## src/design/cp0_pkg.sv

```systemverilog
package cp0_pkg;

	// ------------------------------------------------------------------------
	// field types
	// ------------------------------------------------------------------------
	typedef logic [31:0] word_t;        // data word.
	typedef logic [18:0] vpn_t;         // entryhi bits 26..8.
	typedef logic [7:0]  asid_t;        // entryhi bits 7..0.
	typedef logic [19:0] pfn_t;         // entrylo bits 25..6.
	typedef logic [4:0]  reg_addr_t;    // coprocessor register number.
	typedef logic [4:0]  exc_code_t;    // cause.exccode.
	typedef logic [5:0]  hwirq_t;       // hardware interrupt lines.

	typedef enum logic [2:0] {
		OP_NONE  = 3'd0,
		OP_MFC0  = 3'd1,
		OP_MTC0  = 3'd2,
		OP_ERET  = 3'd3,
		OP_TLBR  = 3'd4,
		OP_TLBWI = 3'd5,
		OP_TLBP  = 3'd6
	} cp0_op_e;

	// ------------------------------------------------------------------------
	// register numbers
	// ------------------------------------------------------------------------
	localparam reg_addr_t REG_INDEX    = 5'd0;
	localparam reg_addr_t REG_ENTRYLO0 = 5'd2;
	localparam reg_addr_t REG_ENTRYLO1 = 5'd3;
	localparam reg_addr_t REG_ENTRYHI  = 5'd10;
	localparam reg_addr_t REG_STATUS   = 5'd12;
	localparam reg_addr_t REG_CAUSE    = 5'd13;
	localparam reg_addr_t REG_EPC      = 5'd14;
	localparam reg_addr_t REG_PRID     = 5'd15;

	// exception codes, all ones means nothing pending.
	localparam exc_code_t EXC_NONE = 5'b11111;
	localparam exc_code_t EXC_INT  = 5'd0;

	// bit positions inside status and cause.
	localparam int ST_IE    = 0;
	localparam int ST_EXL   = 1;
	localparam int CAUSE_BD = 31;

	localparam word_t CP0_PRID = 32'h0001_8003;   // company 01, impl 80, rev 03.

endpackage

```

## src/design/cp0_cmd_if.sv

```systemverilog
`timescale 1ns/1ps

interface cp0_cmd_if;
	import cp0_pkg::*;

	cp0_op_e   op;      // OP_NONE outside execute cycles.
	reg_addr_t addr;
	word_t     wdata;
	word_t     rdata;   // mfc0 result, combinational.
	logic      busy;    // exception taken, op is dropped this cycle.

	modport seq (
		output op,
		output addr,
		output wdata,
		input  rdata,
		input  busy
	);

	modport regs (
		input  op,
		input  addr,
		input  wdata,
		output rdata,
		output busy
	);

endinterface

```

## src/design/cp0_op_sequencer.sv

```systemverilog
`timescale 1ns/1ps

module cp0_op_sequencer #(
	parameter int TLB_ENTRIES = 8
) (
	input  logic                clk,
	input  logic                rst,

	input  logic                req_i,
	input  cp0_pkg::cp0_op_e    op_i,
	input  cp0_pkg::reg_addr_t  addr_i,
	input  cp0_pkg::word_t      wdata_i,
	output logic                ack_o,
	output cp0_pkg::word_t      rdata_o,

	cp0_cmd_if.seq              cmd
);
	import cp0_pkg::*;

	localparam int IDX_W = $clog2(TLB_ENTRIES);

	typedef enum logic [1:0] {
		IDLE,
		EXEC,
		ACK_WAIT
	} state_e;

	state_e    state_q;
	cp0_op_e   op_q;
	reg_addr_t addr_q;
	word_t     wdata_q;
	word_t     rdata_q;

	// the index field of the register file assumes a full binary range.
	if ((1 << IDX_W) != TLB_ENTRIES) begin : g_entries_check
		$error("TLB_ENTRIES must be a power of two");
	end

	// ------------------------------------------------------------------------
	// handshake state machine
	// ------------------------------------------------------------------------
	always_ff @(posedge clk) begin
		if (rst) begin
			state_q <= IDLE;
			rdata_q <= '0;
		end else begin
			case (state_q)
				IDLE: begin
					if (req_i) begin
						state_q <= EXEC;        // command captured below.
					end
				end
				EXEC: begin
					if (!cmd.busy) begin
						rdata_q <= cmd.rdata;
						state_q <= ACK_WAIT;
					end                         // else retry next cycle.
				end
				ACK_WAIT: begin
					if (!req_i) begin
						state_q <= IDLE;
					end
				end
				default: state_q <= IDLE;
			endcase
		end
	end

	// command latch, only loaded from idle.
	always_ff @(posedge clk) begin
		if (state_q == IDLE && req_i) begin
			op_q    <= op_i;
			addr_q  <= addr_i;
			wdata_q <= wdata_i;
		end
	end

	assign cmd.op    = (state_q == EXEC) ? op_q : OP_NONE;
	assign cmd.addr  = addr_q;
	assign cmd.wdata = wdata_q;

	assign ack_o   = (state_q == ACK_WAIT);
	assign rdata_o = rdata_q;

endmodule

```

## src/design/cp0_regs.sv

```systemverilog
`timescale 1ns/1ps

module cp0_regs #(
	parameter int TLB_ENTRIES = 8,
	localparam int IDX_W = $clog2(TLB_ENTRIES)
) (
	input  logic                clk,
	input  logic                rst,

	cp0_cmd_if.regs             cmd,

	input  cp0_pkg::exc_code_t  exc_i,
	input  cp0_pkg::hwirq_t     hwirq_i,
	input  logic                in_bds_i,
	input  cp0_pkg::word_t      curr_pc_i,
	output logic                take_o,
	output cp0_pkg::word_t      epc_o,

	output logic                tlb_we_o,
	output logic [IDX_W-1:0]    tlb_index_o,
	output cp0_pkg::word_t      entryhi_o,
	output cp0_pkg::word_t      entrylo0_o,
	output cp0_pkg::word_t      entrylo1_o,

	input  cp0_pkg::word_t      rd_entryhi_i,
	input  cp0_pkg::word_t      rd_entrylo0_i,
	input  cp0_pkg::word_t      rd_entrylo1_i,
	input  logic                probe_hit_i,
	input  logic [IDX_W-1:0]    probe_index_i
);
	import cp0_pkg::*;

	word_t index_q;
	word_t entrylo0_q;
	word_t entrylo1_q;
	word_t entryhi_q;
	word_t status_q;
	word_t cause_q;
	word_t epc_q;

	logic irq_take;
	logic exc_take;
	logic g_and;

	// keeps pfn, d, v and g.
	function automatic word_t mask_lo(input word_t w);
		return {6'b0, w[25:6], 3'b0, w[2:0]};
	endfunction

	// keeps vpn and asid.
	function automatic word_t mask_hi(input word_t w);
		return {5'b0, w[26:8], w[7:0]};
	endfunction

	// ------------------------------------------------------------------------
	// exception and interrupt decision
	// ------------------------------------------------------------------------
	assign irq_take = status_q[ST_IE] && !status_q[ST_EXL] &&
		((hwirq_i & status_q[15:10]) != '0);
	assign exc_take = (exc_i != EXC_NONE) && !status_q[ST_EXL];

	assign take_o   = irq_take || exc_take;
	assign cmd.busy = take_o;              // sequencer replays the op.

	// ------------------------------------------------------------------------
	// mfc0 read mux
	// ------------------------------------------------------------------------
	always_comb begin
		case (cmd.addr)
			REG_INDEX:    cmd.rdata = index_q;
			REG_ENTRYLO0: cmd.rdata = entrylo0_q;
			REG_ENTRYLO1: cmd.rdata = entrylo1_q;
			REG_ENTRYHI:  cmd.rdata = entryhi_q;
			REG_STATUS:   cmd.rdata = status_q;
			REG_CAUSE:    cmd.rdata = cause_q;
			REG_EPC:      cmd.rdata = epc_q;
			REG_PRID:     cmd.rdata = CP0_PRID;
			default:      cmd.rdata = '0;
		endcase
	end

	// global bit of a tlbr result.
	assign g_and = rd_entrylo0_i[0] & rd_entrylo1_i[0];

	always_ff @(posedge clk) begin
		if (rst) begin
			index_q    <= '0;
			entrylo0_q <= '0;
			entrylo1_q <= '0;
			entryhi_q  <= '0;
			status_q   <= '0;
			cause_q    <= '0;
			epc_q      <= '0;
		end else begin
			cause_q[15:10] <= hwirq_i;     // ip follows the lines.
			if (take_o) begin
				status_q[ST_EXL]  <= 1'b1;
				cause_q[CAUSE_BD] <= in_bds_i;
				cause_q[6:2]      <= irq_take ? EXC_INT : exc_i;
				// restart at the branch when the fault sits in its delay slot
				epc_q <= in_bds_i ? curr_pc_i - 32'd4 : curr_pc_i;
			end else begin
				case (cmd.op)
					OP_MTC0: begin
						case (cmd.addr)
							REG_INDEX: index_q <= {cmd.wdata[31],
								{(31 - IDX_W){1'b0}}, cmd.wdata[IDX_W-1:0]};
							REG_ENTRYLO0: entrylo0_q <= mask_lo(cmd.wdata);
							REG_ENTRYLO1: entrylo1_q <= mask_lo(cmd.wdata);
							REG_ENTRYHI:  entryhi_q  <= mask_hi(cmd.wdata);
							REG_STATUS: status_q <= {16'b0, cmd.wdata[15:10], 8'b0,
								cmd.wdata[1:0]};   // im, exl, ie.
							REG_EPC: epc_q <= cmd.wdata;
							default: ;                 // cause is read only.
						endcase
					end
					OP_ERET: status_q[ST_EXL] <= 1'b0;
					OP_TLBR: begin
						entryhi_q  <= mask_hi(rd_entryhi_i);
						entrylo0_q <= mask_lo({rd_entrylo0_i[31:1], g_and});
						entrylo1_q <= mask_lo({rd_entrylo1_i[31:1], g_and});
					end
					OP_TLBP: begin
						if (probe_hit_i) begin
							index_q[31]        <= 1'b0;
							index_q[IDX_W-1:0] <= probe_index_i;
						end else begin
							index_q[31] <= 1'b1;   // miss keeps the old index.
						end
					end
					default: ;
				endcase
			end
		end
	end

	assign epc_o = epc_q;

	assign tlb_we_o    = (cmd.op == OP_TLBWI) && !take_o;
	assign tlb_index_o = index_q[IDX_W-1:0];
	assign entryhi_o   = entryhi_q;
	assign entrylo0_o  = entrylo0_q;
	assign entrylo1_o  = entrylo1_q;

endmodule

```

## src/design/cp0_top.sv

```systemverilog
`timescale 1ns/1ps

module cp0_top #(
	parameter int TLB_ENTRIES = 8,
	localparam int IDX_W = $clog2(TLB_ENTRIES)
) (
	input  logic                clk,
	input  logic                rst,

	// command port, four-phase req/ack.
	input  logic                req_i,
	input  cp0_pkg::cp0_op_e    op_i,
	input  cp0_pkg::reg_addr_t  addr_i,
	input  cp0_pkg::word_t      wdata_i,
	output logic                ack_o,
	output cp0_pkg::word_t      rdata_o,

	// exception side.
	input  cp0_pkg::exc_code_t  exc_i,
	input  cp0_pkg::hwirq_t     hwirq_i,
	input  logic                in_bds_i,
	input  cp0_pkg::word_t      curr_pc_i,
	output logic                take_o,
	output cp0_pkg::word_t      epc_o
);
	import cp0_pkg::*;

	logic             tlb_we;
	logic [IDX_W-1:0] tlb_index;
	word_t            entryhi;
	word_t            entrylo0;
	word_t            entrylo1;
	word_t            rd_entryhi;
	word_t            rd_entrylo0;
	word_t            rd_entrylo1;
	logic             probe_hit;
	logic [IDX_W-1:0] probe_index;

	cp0_cmd_if cmd_if ();

	cp0_op_sequencer #(.TLB_ENTRIES(TLB_ENTRIES)) u_seq (
		.clk     (clk),
		.rst     (rst),
		.req_i   (req_i),
		.op_i    (op_i),
		.addr_i  (addr_i),
		.wdata_i (wdata_i),
		.ack_o   (ack_o),
		.rdata_o (rdata_o),
		.cmd     (cmd_if.seq)
	);

	cp0_regs #(.TLB_ENTRIES(TLB_ENTRIES)) u_regs (
		.clk           (clk),
		.rst           (rst),
		.cmd           (cmd_if.regs),
		.exc_i         (exc_i),
		.hwirq_i       (hwirq_i),
		.in_bds_i      (in_bds_i),
		.curr_pc_i     (curr_pc_i),
		.take_o        (take_o),
		.epc_o         (epc_o),
		.tlb_we_o      (tlb_we),
		.tlb_index_o   (tlb_index),
		.entryhi_o     (entryhi),
		.entrylo0_o    (entrylo0),
		.entrylo1_o    (entrylo1),
		.rd_entryhi_i  (rd_entryhi),
		.rd_entrylo0_i (rd_entrylo0),
		.rd_entrylo1_i (rd_entrylo1),
		.probe_hit_i   (probe_hit),
		.probe_index_i (probe_index)
	);

	tlb #(.TLB_ENTRIES(TLB_ENTRIES)) u_tlb (
		.clk           (clk),
		.rst           (rst),
		.we_i          (tlb_we),
		.index_i       (tlb_index),
		.entryhi_i     (entryhi),
		.entrylo0_i    (entrylo0),
		.entrylo1_i    (entrylo1),
		.rd_entryhi_o  (rd_entryhi),
		.rd_entrylo0_o (rd_entrylo0),
		.rd_entrylo1_o (rd_entrylo1),
		.probe_hit_o   (probe_hit),
		.probe_index_o (probe_index)
	);

endmodule

```

## src/design/tlb.sv

```systemverilog
`timescale 1ns/1ps

module tlb #(
	parameter int TLB_ENTRIES = 8,
	localparam int IDX_W = $clog2(TLB_ENTRIES)
) (
	input  logic                clk,
	input  logic                rst,

	input  logic                we_i,
	input  logic [IDX_W-1:0]    index_i,
	input  cp0_pkg::word_t      entryhi_i,
	input  cp0_pkg::word_t      entrylo0_i,
	input  cp0_pkg::word_t      entrylo1_i,

	output cp0_pkg::word_t      rd_entryhi_o,
	output cp0_pkg::word_t      rd_entrylo0_o,
	output cp0_pkg::word_t      rd_entrylo1_o,
	output logic                probe_hit_o,
	output logic [IDX_W-1:0]    probe_index_o
);
	import cp0_pkg::*;

	// ------------------------------------------------------------------------
	// entry storage
	// ------------------------------------------------------------------------
	vpn_t       vpn_q  [TLB_ENTRIES];
	asid_t      asid_q [TLB_ENTRIES];
	logic       g_q    [TLB_ENTRIES];    // and of both lo g bits.
	pfn_t       pfn0_q [TLB_ENTRIES];
	pfn_t       pfn1_q [TLB_ENTRIES];
	logic [1:0] dv0_q  [TLB_ENTRIES];    // {d, v}.
	logic [1:0] dv1_q  [TLB_ENTRIES];

	logic [TLB_ENTRIES-1:0] match;

	always_ff @(posedge clk) begin
		if (rst) begin
			for (int i = 0; i < TLB_ENTRIES; i++) begin
				vpn_q[i]  <= '0;
				asid_q[i] <= '0;
				g_q[i]    <= 1'b0;
				pfn0_q[i] <= '0;
				pfn1_q[i] <= '0;
				dv0_q[i]  <= '0;
				dv1_q[i]  <= '0;
			end
		end else if (we_i) begin
			vpn_q[index_i]  <= entryhi_i[26:8];
			asid_q[index_i] <= entryhi_i[7:0];
			g_q[index_i]    <= entrylo0_i[0] & entrylo1_i[0];
			pfn0_q[index_i] <= entrylo0_i[25:6];
			pfn1_q[index_i] <= entrylo1_i[25:6];
			dv0_q[index_i]  <= entrylo0_i[2:1];
			dv1_q[index_i]  <= entrylo1_i[2:1];
		end
	end

	// indexed read, g is returned in both lo words.
	assign rd_entryhi_o  = {5'b0, vpn_q[index_i], asid_q[index_i]};
	assign rd_entrylo0_o = {6'b0, pfn0_q[index_i], 3'b0, dv0_q[index_i], g_q[index_i]};
	assign rd_entrylo1_o = {6'b0, pfn1_q[index_i], 3'b0, dv1_q[index_i], g_q[index_i]};

	// ------------------------------------------------------------------------
	// parallel probe against entryhi
	// ------------------------------------------------------------------------
	always_comb begin
		for (int i = 0; i < TLB_ENTRIES; i++) begin
			match[i] = (vpn_q[i] == entryhi_i[26:8]) &&
				(g_q[i] || (asid_q[i] == entryhi_i[7:0]));
		end
	end

	// scan downward so the lowest match is the last one assigned
	always_comb begin
		probe_hit_o   = 1'b0;
		probe_index_o = '0;
		for (int i = TLB_ENTRIES - 1; i >= 0; i--) begin
			if (match[i]) begin
				probe_hit_o   = 1'b1;
				probe_index_o = IDX_W'(i);
			end
		end
	end

endmodule

```

## config.mk

```make
export PLATFORM = sky130hd
export DESIGN_NAME = cp0_top
export DESIGN_NICKNAME = d
export VERILOG_FILES = /design/src/design/cp0_pkg.sv /design/src/design/cp0_cmd_if.sv /design/src/design/cp0_op_sequencer.sv /design/src/design/cp0_regs.sv /design/src/design/cp0_top.sv /design/src/design/tlb.sv
export SDC_FILE = /design/constraint.sdc
export NUM_CORES = 1
export LEC_CHECK = 0
export BUFFER_PORTS_ARGS = -buffer_cell sky130_fd_sc_hd__clkbuf_2
export CAP_MARGIN = 0
export CORE_MARGIN = 2
export CORE_UTILIZATION = 35
export CTS_CLUSTER_SIZE = 40
export DETAILED_ROUTE_END_ITERATION = 10
export PLACE_DENSITY = 0.59
export SYNTH_ARGS = -nofsm -noshare
export SYNTH_HDL_FRONTEND = slang
export SYNTH_SLANG_ARGS = --single-unit
```

## constraint.sdc

```tcl
create_clock -name clk -period 4 [get_ports clk]
set_clock_uncertainty 0.05 [all_clocks]
set_input_delay 0.4 -clock clk [delete_from_list [all_inputs] [get_ports clk]]
set_output_delay 0.4 -clock clk [all_outputs]
set_load 0.01 [all_outputs]
```

# == Yosys cells after proc, flatten, opt, wreduce, memory -nomap -nowiden ==
# Memories as Yosys holds them, arrays and structs flattened. A register that Yosys moved wholly into a read port is not among the register bits.
# Cells that the tools add are included.
# totals
register_bits,226
memories,7
ram_bits,576
input_bits,87
out_inout_bits,66
word_cells,196
# op_classes
bitwise_logic,3
n_mux,81
n_reduce_logical,49
add_sub_neg,1
n_eq_ne,40
# memory_table
name,words,word_bits,rd,rd_ports_with_merged_regs,write_ports,line_no,text
u_tlb.pfn0_q,8,20,1,1,8,tlb.sv:30,pfn_t pfn0_q [TLB_ENTRIES];
u_tlb.pfn1_q,8,20,1,1,8,tlb.sv:31,pfn_t pfn1_q [TLB_ENTRIES];
u_tlb.vpn_q,8,19,9,1,8,tlb.sv:27,vpn_t vpn_q [TLB_ENTRIES];
u_tlb.asid_q,8,8,9,1,8,tlb.sv:28,asid_t asid_q [TLB_ENTRIES];
u_tlb.dv0_q,8,2,1,1,8,tlb.sv:32,logic [1:0] dv0_q [TLB_ENTRIES];
u_tlb.dv1_q,8,2,1,1,8,tlb.sv:33,logic [1:0] dv1_q [TLB_ENTRIES];
1 more memories,-,-,-,-,-,-,
# ops
op,count
$mux W32,8
$pmux W32 S8,1
$pmux W32 S2,3
$eq A19 B19 Y1,8
$mux W3,31
$eq A8 B8 Y1,8
$mux W20,2
$reduce_or A20 Y1,2
$sub A32 B3 Y32 const B,1
$eq A5 B4 Y1 const B,5
$mux W1,23
$mux W19,1
$reduce_or A19 Y1,1
$reduce_and A3 Y1,6
$ne A2 B2 Y1 const B,8
$logic_and A1 B1 Y1,13
$mux W2,6
$eq A5 B2 Y1 const B,2
$eq A3 B3 Y1 const B,3
$logic_or A1 B1 Y1,9
$mux W8,1
$reduce_bool A2 Y1,4
$reduce_or A8 Y1,1
$and A6 B6 Y6,1
20 further kinds,26

# == Depth between registers and ports, before layout ==
# An unclocked memory read counts as a cell.
# logic_depth
word_depth,16
mapped_depth,11
depth_no_buf,9

# == By module ==
# A second synthesis with hierarchy kept.
# unflattened
cells_unflattened,3136
area_unflattened_um2,37517.2
# modules_own_cells
mod,area_each_um2,cells_each,seq_area_each_um2,n_inst
tlb,27312.4,2101,17296.6,1
cp0_regs,7418.4,842,2582.5,1
cp0_op_sequencer,2786.4,193,1881.8,1

# == Worst setup path before layout ==
# Ideal clock, no wire load.
# synth_path
path_type,input to register
from,input req_i
to,"register u_seq.addr_q[0], in the netlist u_seq.cmd.addr[0] (enable)"
slack_ns,0.066
arrival_time_ns,3.387
cell_stages,1
path_cell_list,nor3b_1
# synth_between
elab_chain_len,1
# synth_rtl
item,line_no,text
start: declaration,cp0_top.sv:11,"input logic req_i,"
$logic_and A1 B1 Y1,cp0_op_sequencer.sv:71,if (state_q == IDLE && req_i) begin
end signal: assignment,cp0_op_sequencer.sv:73,addr_q <= addr_i;
end: declaration,cp0_op_sequencer.sv:30,reg_addr_t addr_q;
# No other way between the ends.
# A chain may end at the register's enable or synchronous reset.

==> qor.yml <==
global_route:
  grt_pass1_wl_mm: 164
  global_route.usage.total_pct: 20.7
  antenna_found_initial: 5
  grt_start_max_net_pins: 148
  globalRouteOverflowTotal: 0
  grt_pass1_vias: 23410
cells_and_area:
  finalNetCount: 3083
  final.fill_count: 9696
  areaGrowthSynthToFinish_pct: 17.3
  layout-drive-gt1-share_pct: 18.7
  utilization_of_the_core_after_routing_pct: 41.3
sta:
  post-route-worst-setup-slack_ns: 0.541
  worstMarginPinSlew_ns: 1.17
  fin_worst_hold_slack_ns: 0.0328
  final_period_minus_worst_setup_slack_ns: 3.46
  rsz0062_at_grt: "no"
  total_count_of_max_transition_violations_in_the_final_report: 0
  setup_violations: 0
  slew_headroom_pct: 21.7
  period_share_pct: 86.5
  post_route_setup_tns_ns: 0
  report.final.hold_viol_count: 0
  fmax_ghz: 0.289
floorplanning:
  floorplan.die.width_um: 330
  ioPinCount: 153
  rows: 119
  core-area_mm2: 0.105
  vertical_die_dimension_um: 330
  design.die.area_mm2: 0.109
  initial_core_util_pct: 35.2
pwr:
  leakagePower_nw: 16.1
  switching_share_pct: 22.8
  comb_power_share_pct: 5.1
  p_seq_share_pct: 50.3
  power_density_mw_per_mm2: 422
  vdd_ir_drop_max_v: 0.000293
  total_power_mw: 18.4
  power.net_switching_mw: 4.19
  intPower_mw: 14.2
  pwr-share-clk_pct: 44.7
critical_path:
  critical_path_class: "primary input to flip-flop"
  critical_path_capture_point_type: "flip-flop"
  rr_worst_depth: 9
  start_kind: "primary input"
  critical_path_required_ns: 4.45
  timing.critical_path.fanout_max: 72
  r2r_slack_ns: 0.60
  timing.rr.start: "u_regs.entryhi_o[25]$_SDFFE_PP0P_"
  cp_data_arrival_time_ns: 3.91
synth:
  mean_post_synth_cell_area_um2: 13.1
  synthCells: 2821
  mappedNetlistNets: 2909
  post-synth-top-count-cell: "edfxtp_1"
  ys_types: 58
  synth_largest_area_cell: "edfxtp_1"
  synth-main-ff-cell: "edfxtp_1"
  yosys_warnings: 0
  number_of_enable_type_register_cells_in_the_synthesized_netlist: 616
  ys_ff_latch: 782
  most_frequent_cells_after_synthesis: "616 x edfxtp_1, 571 x and2_1, 207 x xor2_1, 192 x clkbuf_1, 190 x nor2_1"
  synth_top_area_share_pct: 49.9
  yosysSeqAreaShare_pct: 58.8
  syn-cell-area_mm2: 0.0371
  async_flop_share_pct: 0
  synth.area.top_cells: "edfxtp_1 50%, and2_1 9.6%, dfxtp_1 9.0%"
placement:
  preCtsSetupSlack_ns: 0.461
  routabilityCongestion: 0.837
  detailed_place_hpwl_mm: 74.0
  port_buffers: 152
clocking:
  cts_max_level: 3
  clockBufferDepth: 3
  tritoncts_clock_tree: "done"
  cts_inserted_buffers: 87
  clock_sink_count: 782
  post_cts.repair.setup_buffers: 0
  path_clk_slew_ns: 0.05
  clkLatencyLatePin_ns: 0.65
  clockRootBuffer: "clkbuf_16"
route:
  route.detailed.wl_per_inst_um: 25.3
  drtAntennaViolNets: 0
  drc_errors: 0
  dr.pass1.iters: 5
  routed-via-count: 23913
  detailed_route_wl_mm: 113
  viasPerCell: 5.36
  drt_first_iter_violations: 2518
run:
  max_cap_viol_count: 0
hold_path:
  hp-start: "hwirq_i[5]"
  hold_path_end: "u_regs.cause_q[15]$_SDFF_PP0_"
  holdPathStages: 2
  hp-class: "primary input to flip-flop"
outcome:
  outcome: "finished clean"
worst max-delay path: stages:
cell           delay [ns]
dlygate4sd3_1        0.55
clkbuf_2             0.13
a22o_1               0.26
o31ai_4              0.49
nand2_1              0.19
o21ai_4              0.19
inv_2                0.07
nor4b_4              0.35
nand2_2              0.22
nor3_4               0.16
buf_4                0.59
and2_1               0.22
placed cells by master (no fill, tap or decap), types with 9 or more instances in the layout:
master         instances
clkbuf_1              23
nor4_1                49
edfxtp_1             616
xor2_1               207
a221o_1               12
dlygate4sd3_1         52
clkbuf_16             91
clkbuf_8               9
clkinv_1              14
or3_1                 15
xnor2_1               37
buf_12                36
mux2i_1              110
nand3_1               25
dfxtp_1              163
clkinv_2              12
and2_1               570
nand2_1               43
a22o_1                16
buf_4                 72
a21oi_1              101
nor2b_1               12
nor2_1               186
a22oi_1               56
a211oi_1             113
nand4_1               13
nor3_1                14
mux4_2               144
clkbuf_2             151
how the worst max path moves through the flow:
stage	slack [ns]	endpoint	cells past startpoint	from
2_1_floorplan	0.07	u_seq.cmd.addr[0]$_DFFE_PP_	1	req_i
3_3_place_gp	0.49	u_tlb.g_q[1]$_SDFFCE_PN0P_	11	hwirq_i[0]
3_5_place_dp	0.46	u_tlb.g_q[1]$_SDFFCE_PN0P_	11	hwirq_i[0]
4_1_cts	0.59	u_tlb.g_q[1]$_SDFFCE_PN0P_	12	hwirq_i[0]
5_1_grt	0.39	u_tlb.pfn1_q[1][4]$_SDFFCE_PN0P_	12	hwirq_i[0]
6_report	0.54	u_tlb.vpn_q[1][9]$_SDFFCE_PN0P_	12	hwirq_i[0]
registers in the layout, indices dropped and copies added, names as in the netlist, named ones only:
signal	count
u_regs.cause_q	12
u_regs.entryhi_o	27
u_regs.entrylo0_o	23
u_regs.entrylo1_o	23
u_regs.epc_o	32
u_regs.index_q	4
u_regs.status_q	8
u_seq.cmd.addr	5
u_seq.cmd.wdata	32
u_seq.op_q	3
u_seq.rdata_o	32
u_seq.state_q	2
u_tlb.asid_q	64
u_tlb.dv0_q	16
u_tlb.dv1_q	16
u_tlb.g_q	8
u_tlb.pfn0_q	160
u_tlb.pfn1_q	160
u_tlb.vpn_q	152
timing repair:
| action | CTS | global route |
|---|---|---|
| endpoints found under the hold margin | 52 | 0 |
| hold buffers | 52 | 0 |
| gates resized for setup | 0 | 0 |
layout make-up:
cell class | count | area, µm² | share of cell area (%)
clock buffer | 123 | 2490 | 5.72
antenna | 1 | 2.50 | 0.00575
inverter | 5 | 18.8 | 0.0431
clock inverter | 40 | 417 | 0.958
timing repair buffer | 312 | 2550 | 5.86
tap | 1391 | 1740 | 4.00
multi-input combinational | 1807 | 14500 | 33.2
sequential | 782 | 21800 | 50.2
stage by stage:
stage | cells | instance area (µm²)
5_1_grt | 4460 | 43500
6_report | 4461 | 43500
2_1_floorplan | 2821 | 37100
3_5_place_dp | 4245 | 40100
3_3_place_gp | 4245 | 40100
4_1_cts | 4460 | 43500
per-layer routing:
metal / vias to the layer above / GRT usage (%) / share of wire [%]
met1: 12122 / 29.4 / 44
met2: 967 / 32.2 / 46
met5: - / 0 / 0.012
met4: 2 / 5.56 / 2.3
met3: 148 / 4.08 / 7.8
li1: 10674 / - / -
power groups by stage:
stage / clock (mW) / combinational (mW) / sequential, mW
3_5_place_dp: 0 / 0.891 / 9.40
6_report: 8.21 / 0.934 / 9.23
4_1_cts: 8.30 / 0.936 / 9.23
2_1_floorplan: 0 / 0.466 / 9.32
3_3_place_gp: 0 / 0.886 / 9.39
5_1_grt: 8.64 / 0.991 / 9.25
kinds of logic (layout without fill, tap and decap cells):
logic type	Yosys count	after routing	share of synthesized area, %
mux	255	255	11.7
xor+xnor	244	244	5.76
flops	782	782	58.8
other cells	0	1	0
compound gates	320	320	5.97
buf+inv	232	480	2.44
simple gates	986	986	15.2
fa+ha+maj	2	2	0.0607
Note: power is estimated with default switching activity, not from simulation.
